`src/common/csr_pkg.sv`:
```
//////////////////////////////////////////////////
// CSR front end host-side definitions
// MMIO widths, transaction id and local word map
//////////////////////////////////////////////////
`default_nettype none

package csr_pkg;

    // Host MMIO address in 4-byte units
    typedef logic [15:0] t_mmio_addr;

    // Read and write payload of one MMIO access
    typedef logic [63:0] t_mmio_data;

    // Transaction id carried from request to response
    typedef logic [8:0] t_tid;

    // Local 8-byte word index taken from address bits 3 to 1
    typedef logic [2:0] t_csr_word;

    // Local register map in 8-byte words
    localparam t_csr_word CSR_DFH       = 3'd0;
    localparam t_csr_word CSR_ID_L      = 3'd1;
    localparam t_csr_word CSR_ID_H      = 3'd2;
    localparam t_csr_word CSR_RSVD0     = 3'd3;
    localparam t_csr_word CSR_RSVD1     = 3'd4;
    localparam t_csr_word CSR_SCRATCH   = 3'd5;
    localparam t_csr_word CSR_SREG_ADDR = 3'd6;
    localparam t_csr_word CSR_SREG_DATA = 3'd7;

    // Feature type of an AFU, placed in header bits 63 to 60
    localparam logic [3:0] DFH_TYPE_AFU = 4'h1;

    // Byte offset to the next feature, placed in header bits 39 to 16
    localparam logic [23:0] DFH_NEXT_OFFSET = 24'h40;

endpackage

`default_nettype wire

```
`src/common/sreg_pkg.sv`:
```
//////////////////////////////////////////////////
// System register file definitions
//////////////////////////////////////////////////
`default_nettype none

package sreg_pkg;

    // Number of system registers behind the data window
    localparam int SREG_COUNT = 16;

    // Index of one system register
    typedef logic [$clog2(SREG_COUNT)-1:0] t_sreg_addr;

    // Contents of one system register
    typedef logic [63:0] t_sreg_data;

endpackage

`default_nettype wire

```
`src/rtl/afu_csr_top.sv`:
```
//////////////////////////////////////////////////
// AFU CSR front end
// Host MMIO decode, local registers and sreg path
//////////////////////////////////////////////////
`timescale 1ns/100ps
`default_nettype none

module afu_csr_top
    import csr_pkg::*;
    import sreg_pkg::*;
#(
    parameter logic [127:0] AFU_ID       = 128'h9d73_e8f2_58e9_4b5a_a1b4_6c0e_2f31_d7a5,
    parameter int           SREG_LATENCY = 3
)
(
    input  wire logic       clk,
    input  wire logic       reset,
    input  wire logic       mmio_rd_valid,
    input  wire logic       mmio_wr_valid,
    input  wire t_mmio_addr mmio_addr,
    input  wire t_tid       mmio_tid,
    input  wire t_mmio_data mmio_wr_data,
    output logic            rsp_valid,
    output t_tid            rsp_tid,
    output t_mmio_data      rsp_data
);

    // Dispatch strobes and payload
    logic       local_rd;
    t_csr_word  rd_word;
    t_tid       rd_tid;
    logic       sreg_rd;
    t_tid       sreg_rd_tid;
    logic       wr_en;
    t_csr_word  wr_word;
    t_mmio_data wr_data;

    // Register state and the sreg return path
    t_mmio_data scratch;
    t_sreg_addr sreg_addr;
    logic       file_rd_valid;
    t_sreg_data file_rd_data;
    logic       held_valid;
    t_tid       held_tid;
    t_sreg_data held_data;
    logic       held_taken;

    csr_dispatch i_csr_dispatch (
        .clk, .reset, .mmio_rd_valid, .mmio_wr_valid, .mmio_addr, .mmio_tid, .mmio_wr_data,
        .local_rd, .rd_word, .rd_tid, .sreg_rd, .sreg_rd_tid, .wr_en, .wr_word, .wr_data
    );

    csr_rd_mux #(.AFU_ID(AFU_ID)) i_csr_rd_mux (
        .clk, .reset, .local_rd, .rd_word, .rd_tid, .scratch, .sreg_addr,
        .held_valid, .held_tid, .held_data, .held_taken, .rsp_valid, .rsp_tid, .rsp_data
    );

    csr_wr_regs i_csr_wr_regs (
        .clk, .reset, .wr_en, .wr_word, .wr_data, .scratch, .sreg_addr
    );

    sreg_bridge i_sreg_bridge (
        .clk, .reset, .sreg_rd, .sreg_rd_tid, .file_rd_valid, .file_rd_data,
        .held_taken, .held_valid, .held_tid, .held_data
    );

    sreg_file #(.SREG_LATENCY(SREG_LATENCY)) i_sreg_file (
        .clk, .reset, .sreg_rd, .sreg_addr, .wr_en, .wr_word, .wr_data,
        .file_rd_valid, .file_rd_data
    );

endmodule

`default_nettype wire

```
`src/rtl/csr_dispatch.sv`:
```
//////////////////////////////////////////////////
// CSR request dispatch
// Registers each host request and splits it into
// local read, sreg read and write strobes
//////////////////////////////////////////////////
`timescale 1ns/100ps
`default_nettype none

module csr_dispatch
    import csr_pkg::*;
(
    input  wire logic       clk,
    input  wire logic       reset,
    input  wire logic       mmio_rd_valid,
    input  wire logic       mmio_wr_valid,
    input  wire t_mmio_addr mmio_addr,
    input  wire t_tid       mmio_tid,
    input  wire t_mmio_data mmio_wr_data,
    output logic            local_rd,
    output t_csr_word       rd_word,
    output t_tid            rd_tid,
    output logic            sreg_rd,
    output t_tid            sreg_rd_tid,
    output logic            wr_en,
    output t_csr_word       wr_word,
    output t_mmio_data      wr_data
);

    // Only words 0 to 7 are decoded so every higher address bit must be clear
    logic      in_range;
    t_csr_word req_word;

    assign in_range = (mmio_addr[15:4] == '0);
    // Bit 0 selects a 4-byte half and is not used by the 8-byte map
    assign req_word = mmio_addr[3:1];

    // Strobes last exactly one cycle behind the request
    always_ff @(posedge clk)
    begin
        if (reset)
        begin
            local_rd <= 1'b0;
            sreg_rd  <= 1'b0;
            wr_en    <= 1'b0;
        end
        else
        begin
            // The data window is the only word served by the sreg file
            local_rd <= mmio_rd_valid && in_range && (req_word != CSR_SREG_DATA);
            sreg_rd  <= mmio_rd_valid && in_range && (req_word == CSR_SREG_DATA);
            wr_en    <= mmio_wr_valid && in_range;
        end
    end

    // Request payload follows the strobes and is only loaded when a request arrives
    always_ff @(posedge clk)
    begin
        if (mmio_rd_valid)
        begin
            rd_word     <= req_word;
            rd_tid      <= mmio_tid;
            sreg_rd_tid <= mmio_tid;
        end
        if (mmio_wr_valid)
        begin
            wr_word <= req_word;
            wr_data <= mmio_wr_data;
        end
    end

endmodule

`default_nettype wire

```
`src/rtl/csr_rd_mux.sv`:
```
//////////////////////////////////////////////////
// CSR read response mux
// Answers local reads and forwards held sreg data
// on cycles when the response port is free
//////////////////////////////////////////////////
`timescale 1ns/100ps
`default_nettype none

module csr_rd_mux
    import csr_pkg::*;
    import sreg_pkg::*;
#(
    parameter logic [127:0] AFU_ID = 128'h1
)
(
    input  wire logic       clk,
    input  wire logic       reset,
    input  wire logic       local_rd,
    input  wire t_csr_word  rd_word,
    input  wire t_tid       rd_tid,
    input  wire t_mmio_data scratch,
    input  wire t_sreg_addr sreg_addr,
    input  wire logic       held_valid,
    input  wire t_tid       held_tid,
    input  wire t_sreg_data held_data,
    output logic            held_taken,
    output logic            rsp_valid,
    output t_tid            rsp_tid,
    output t_mmio_data      rsp_data
);

    // Device feature header with type and next offset set and all other fields zero
    localparam t_mmio_data AFU_DFH = {DFH_TYPE_AFU, 20'b0, DFH_NEXT_OFFSET, 16'b0};

    t_mmio_data local_data;

    // Local read value selected by word index
    always_comb
    begin
        case (rd_word)
            CSR_DFH:       local_data = AFU_DFH;
            CSR_ID_L:      local_data = AFU_ID[63:0];
            CSR_ID_H:      local_data = AFU_ID[127:64];
            CSR_SCRATCH:   local_data = scratch;
            CSR_SREG_ADDR: local_data = t_mmio_data'(sreg_addr);
            // Reserved words read as zero
            default:       local_data = '0;
        endcase
    end

    // A local read always owns the port so the sreg response waits behind it
    assign held_taken = held_valid && !local_rd;

    // One response strobe per cycle in which either source has something to send
    always_ff @(posedge clk)
    begin
        if (reset)
        begin
            rsp_valid <= 1'b0;
        end
        else
        begin
            rsp_valid <= local_rd || held_valid;
        end
    end

    // Tid and data come from the local read when present, else from the held sreg response
    always_ff @(posedge clk)
    begin
        if (local_rd)
        begin
            rsp_tid  <= rd_tid;
            rsp_data <= local_data;
        end
        else if (held_valid)
        begin
            rsp_tid  <= held_tid;
            rsp_data <= t_mmio_data'(held_data);
        end
    end

endmodule

`default_nettype wire

```
`src/rtl/csr_wr_regs.sv`:
```
//////////////////////////////////////////////////
// Host-writable CSRs
// Scratch register and sreg address register
//////////////////////////////////////////////////
`timescale 1ns/100ps
`default_nettype none

module csr_wr_regs
    import csr_pkg::*;
    import sreg_pkg::*;
(
    input  wire logic       clk,
    input  wire logic       reset,
    input  wire logic       wr_en,
    input  wire t_csr_word  wr_word,
    input  wire t_mmio_data wr_data,
    output t_mmio_data      scratch,
    output t_sreg_addr      sreg_addr
);

    always_ff @(posedge clk)
    begin
        if (reset)
        begin
            scratch   <= '0;
            sreg_addr <= '0;
        end
        else if (wr_en)
        begin
            // Writes to any other word do not touch these registers
            if (wr_word == CSR_SCRATCH)
            begin
                scratch <= wr_data;
            end
            // Only the low bits needed to index the sreg file are kept
            if (wr_word == CSR_SREG_ADDR)
            begin
                sreg_addr <= wr_data[$bits(t_sreg_addr)-1:0];
            end
        end
    end

endmodule

`default_nettype wire

```
`src/sreg/sreg_bridge.sv`:
```
//////////////////////////////////////////////////
// Sreg read bridge
// Tracks the outstanding sreg read and holds its
// data until the response port takes it
//////////////////////////////////////////////////
`timescale 1ns/100ps
`default_nettype none

module sreg_bridge
    import csr_pkg::*;
    import sreg_pkg::*;
(
    input  wire logic       clk,
    input  wire logic       reset,
    input  wire logic       sreg_rd,
    input  wire t_tid       sreg_rd_tid,
    input  wire logic       file_rd_valid,
    input  wire t_sreg_data file_rd_data,
    input  wire logic       held_taken,
    output logic            held_valid,
    output t_tid            held_tid,
    output t_sreg_data      held_data
);

    // Set while a read is in the file pipeline and its data has not arrived
    logic pending;

    always_ff @(posedge clk)
    begin
        if (reset)
        begin
            pending    <= 1'b0;
            held_valid <= 1'b0;
        end
        else
        begin
            if (sreg_rd)
            begin
                pending <= 1'b1;
            end
            else if (file_rd_valid)
            begin
                pending <= 1'b0;
            end

            // The response stays as a level until the mux takes it
            if (held_taken)
            begin
                held_valid <= 1'b0;
            end
            else if (file_rd_valid && pending)
            begin
                held_valid <= 1'b1;
            end
        end
    end

    // Tid is recorded at issue and data is captured on arrival
    always_ff @(posedge clk)
    begin
        if (sreg_rd)
        begin
            held_tid <= sreg_rd_tid;
        end
        if (file_rd_valid && pending)
        begin
            held_data <= file_rd_data;
        end
    end

endmodule

`default_nettype wire

```
`src/sreg/sreg_file.sv`:
```
//////////////////////////////////////////////////
// System register file
// Storage behind the data window with a fixed
// latency read pipeline
//////////////////////////////////////////////////
`timescale 1ns/100ps
`default_nettype none

module sreg_file
    import csr_pkg::*;
    import sreg_pkg::*;
#(
    parameter int SREG_LATENCY = 3
)
(
    input  wire logic       clk,
    input  wire logic       reset,
    input  wire logic       sreg_rd,
    input  wire t_sreg_addr sreg_addr,
    input  wire logic       wr_en,
    input  wire t_csr_word  wr_word,
    input  wire t_mmio_data wr_data,
    output logic            file_rd_valid,
    output t_sreg_data      file_rd_data
);

    t_sreg_data regs [SREG_COUNT];

    // Read pipeline with one valid bit and one data word per stage
    logic [SREG_LATENCY-1:0] valid_pipe;
    t_sreg_data              data_pipe [SREG_LATENCY];

    // All system registers start at zero after reset
    always_ff @(posedge clk)
    begin
        if (reset)
        begin
            for (int i = 0; i < SREG_COUNT; i++)
            begin
                regs[i] <= '0;
            end
        end
        else if (wr_en && (wr_word == CSR_SREG_DATA))
        begin
            regs[sreg_addr] <= t_sreg_data'(wr_data);
        end
    end

    always_ff @(posedge clk)
    begin
        if (reset)
        begin
            valid_pipe <= '0;
        end
        else
        begin
            valid_pipe[0] <= sreg_rd;
            for (int i = 1; i < SREG_LATENCY; i++)
            begin
                valid_pipe[i] <= valid_pipe[i-1];
            end
        end
    end

    // Data is sampled at the current sreg address when the read strobe arrives
    always_ff @(posedge clk)
    begin
        data_pipe[0] <= regs[sreg_addr];
        for (int i = 1; i < SREG_LATENCY; i++)
        begin
            data_pipe[i] <= data_pipe[i-1];
        end
    end

    assign file_rd_valid = valid_pipe[SREG_LATENCY-1];
    assign file_rd_data  = data_pipe[SREG_LATENCY-1];

endmodule

`default_nettype wire

```
`config.mk`:
```
export PLATFORM = sky130hd
export DESIGN_NAME = afu_csr_top
export DESIGN_NICKNAME = d
export VERILOG_FILES = /design/src/common/csr_pkg.sv /design/src/common/sreg_pkg.sv /design/src/rtl/afu_csr_top.sv /design/src/rtl/csr_dispatch.sv /design/src/rtl/csr_rd_mux.sv /design/src/rtl/csr_wr_regs.sv /design/src/sreg/sreg_bridge.sv /design/src/sreg/sreg_file.sv
export SDC_FILE = /design/constraint.sdc
export NUM_CORES = 2
export LEC_CHECK = 0
export ABC_AREA = 1
export ABC_CLOCK_PERIOD_IN_PS = 5700
export BUFFER_PORTS_ARGS = -buffer_cell sky130_fd_sc_hd__buf_2
export CORE_UTILIZATION = 60
export CTS_CLUSTER_DIAMETER = 100
export CTS_CLUSTER_SIZE = 8
export DETAILED_ROUTE_END_ITERATION = 10
export PLACE_DENSITY = 0.77
export SKIP_CTS_REPAIR_TIMING = 1
export SYNTH_ARGS = -nofsm -noshare
export SYNTH_HDL_FRONTEND = slang
export SYNTH_SLANG_ARGS = --single-unit
```
`constraint.sdc`:
```
create_clock -name clk -period 5.7 [get_ports clk]
set_clock_uncertainty 0.05 [all_clocks]
set_input_delay 1.14 -clock clk [delete_from_list [all_inputs] [get_ports clk]]
set_output_delay 1.14 -clock clk [all_outputs]
set_load 0.005 [all_outputs]
```
==> out/results.ini <==
[sta]
hold_viol_final=0
fmax_mhz=256.9
fin_crit_sh_pct=68.30
min_period_ps=3893
slew_violations=0
slew_headroom_pct=15.26
rsz0062_at_grt=no
setup_tns_ps=0
tightest_slew_ps=1263
setup_viol=0

[worst_setup_path]
cp_max_fo=35
critPathTopFamily=buffers and inverters
path_class=reg -> reg
startpoint=i_csr_dispatch.rd_word[0]$_DFFE_PP_
cp_slowest_stage_delay_ps=1200
cp_data_required_time_ps=6190
cp_slowest_cell=clkinv_1
arrival_ps=4390
worstSetupStartpointType=register
critPathBufInv=1
crit_chain=ha_1, nand2_1, clkinv_1, nand2_1, a21oi_1, a21o_1
r2r-start=i_csr_dispatch.rd_word[0]$_DFFE_PP_
cp-end-kind=register
crit_top_cell=nand2_1

[cts]
cts_buffer_depth=3
clk_latency_ps=790
cts_sinks=1522
numCtsBuffers=208
root_buffer=clkbuf_16
h-tree-depth=4
cts_tree=built
clk_pin_slew_ps=50

[placed_design]
io_buffers=165
dp_hpwl_um=89160
place.gp.congestion=0.8298
dp.cells=7571

[die]
io_pins=167
num_rows=118
die_h_um=327.2
start_util_pct=60.86
die_w_um=327.2
coreArea_um2=104200
dieArea_um2=107000

[global_route]
grt_max_degree=160
grt_pass1_wl_um=257200
grt_pass1_vias=44711
grt_use_total_pct=31.96
overflow=0
antenna_found_initial=12

[cells_and_area]
final_cells=7964
syn2layout_area_growth_pct=11.23
register_area_um2=42990
multiInputGateArea_um2=15110
drive_gt1_share_pct=7.702
fillers=7207
nets=6497

[synth]
muxShareOfSynthArea_pct=0
ys_ff_latch=1522
seq_area_frac_synth_pct=67.74
syn_nets=6494
synth-simple-area-share_pct=21.25
synthCells=6398
ys_types=26
yosys_warnings=0
syn_avg_cell_area_um2=9.916
synth_adder_area_share_pct=0.05917
synth_compound_area_share_pct=2.095
synthesis.area_um2=63440
synth_top_family_by_area=simple AND/OR/NAND/NOR gates
synthXorXnorAreaFrac_pct=0

[flow_run]
max_cap_viol_count=0

[routing]
drtIter0Drc=7095
num_vias=46158
wirelength_um=172800
first_pass_iters=8
drc=0
wl_per_cell_um=21.70
post_drt_via_cell_ratio=5.796
antenna_left=0

[pwr]
leakage_nw=30.30
irDropWorstVdd_mv=0.2968
power.density_nw_per_um2=351.3

[outcome]
status=finished, final reports clean

[hold_path]
min_path_type=reg -> reg
min-delay-start=i_sreg_file.data_pipe[0][13]$_DFF_P_

==> sequential cells by signal (all words and copies together), names as in the netlist, 3 cells and up, named ones only <==
register / cells
i_sreg_file.data_pipe: 192
i_csr_rd_mux.rsp_data: 64
i_sreg_bridge.held_tid: 9
i_csr_wr_regs.sreg_addr: 4
i_sreg_bridge.held_data: 64
i_csr_dispatch.wr_word: 3
i_csr_rd_mux.rsp_tid: 9
i_csr_dispatch.rd_tid: 9
i_csr_dispatch.wr_data: 64
i_sreg_file.regs: 1024
i_csr_dispatch.rd_word: 3
i_sreg_file.valid_pipe: 3
i_csr_wr_regs.scratch: 64
==> stage by stage <==
| stage | hold WS (ps) | cell area [um^2] | utilization [%] | setup WS, ps | total power [mW] |
|---|---|---|---|---|---|
| 3_5_place_dp | 262.1 | 64450 | 61.83 | 1300 | 13.51 |
| 4_1_cts | 268.4 | 70560 | 67.70 | 1784 | 24.78 |
| 3_3_place_gp | 259.8 | 64450 | 61.83 | 1398 | 13.47 |
| 5_1_grt | 269.8 | 70560 | 67.70 | 1664 | 25.34 |
| 6_report | 266.1 | 70570 | 67.70 | 1807 | 24.79 |
| 2_1_floorplan | 259.6 | 63440 | - | 1806 | 13.14 |
==> cell usage after synthesis <==
master | number | area [um^2]
nor2_1 | 1040 | 3904
a21o_1 | 17 | 127.6
clkinv_1 | 65 | 244.0
nand3_1 | 773 | 3869
buf_4 | 1 | 7.510
o21ai_0 | 132 | 660.6
nand3b_1 | 1 | 7.510
buf_6 | 81 | 912.1
nor3_2 | 4 | 40.04
a21oi_1 | 104 | 520.5
nand2_1 | 1499 | 5627
inv_1 | 789 | 2962
o21ai_1 | 1 | 5.000
dfxtp_1 | 273 | 5465
or2_2 | 1 | 6.260
o211ai_1 | 2 | 15.01
and3_1 | 1 | 6.260
nor3_1 | 2 | 10.01
inv_2 | 3 | 11.26
edfxtp_1 | 1249 | 37510
ha_1 | 3 | 37.54
buf_2 | 121 | 605.6
buf_1 | 32 | 120.1
clkbuf_1 | 202 | 758.2
nor2_2 | 1 | 6.260
nand2_2 | 1 | 6.260
==> cell type report <==
| class | instances | area share (%) |
|---|---|---|
| diodes | 1 | 0.003546 |
| clock buffers | 377 | 8.275 |
| clock inverters | 15 | 0.3901 |
| inverters | 857 | 4.591 |
| multi-input cells | 3582 | 21.41 |
| flip-flops and latches | 1522 | 60.92 |
| well taps | 1380 | 2.447 |
| repair buffers | 230 | 1.972 |
==> routing by layer <==
| layer | GRT usage [%] | up-vias | routed length [um] |
|---|---|---|---|
| met5 | 0 | - | 51 |
| met4 | 15.29 | 8 | 7506 |
| met3 | 5.928 | 550 | 22170 |
| met2 | 51.58 | 3384 | 81090 |
| met1 | 42.06 | 21758 | 61980 |
| li1 | - | 20458 | - |
==> kinds of logic (layout without fill, tap and decap cells) <==
kind of cell / after synthesis / in the layout
simple gates: 3323 / 3323
flops: 1522 / 1522
buf+inv: 1294 / 1479
compound gates: 256 / 256
fa+ha+maj: 3 / 3
other cells: 0 / 1
==> power breakdown <==
| part | internal (mW) | leakage [nW] | switching, mW |
|---|---|---|---|
| logic | 0.147 | 12.8 | 0.687 |
| registers | 12.4 | 14.6 | 0.123 |
| clock network | 6.86 | 2.88 | 4.59 |
==> cells in the final DEF (no fill, tap or decap) <==
cell type	instances
buf_4	60
clkinv_16	5
clkinv_4	1
dfxtp_1	269
inv_2	2
o211ai_1	2
nor2_4	1
nor3_2	4
buf_12	6
inv_4	2
clkinv_8	2
and3_1	1
clkinv_2	2
a21oi_1	104
nor3_1	2
nor2_1	1039
a21o_1	17
o21ai_1	1
or2_2	1
diode_2	1
clkbuf_16	208
clkinv_1	65
o21ai_0	132
nand3b_1	1
ha_1	3
inv_8	2
nand2_2	2
buf_2	164
edfxtp_1	1249
inv_1	784
dfxtp_4	4
inv_6	5
nor2_2	1
nand2_4	33
clkbuf_1	169
nand2_1	1465
inv_16	2
nand3_1	773
==> final timing paths <==
check	end	slack (ps)	cells after the start
setup / recovery	i_csr_rd_mux.rsp_data[54]$_DFFE_PP_	1810	6
hold / removal	i_sreg_file.data_pipe[1][13]$_DFF_P_	270	0
setup reg to reg	i_csr_rd_mux.rsp_data[54]$_DFFE_PP_	1810	6
hold reg to reg	i_sreg_file.data_pipe[1][13]$_DFF_P_	270	0
Note: power is estimated with default switching activity, not from simulation.
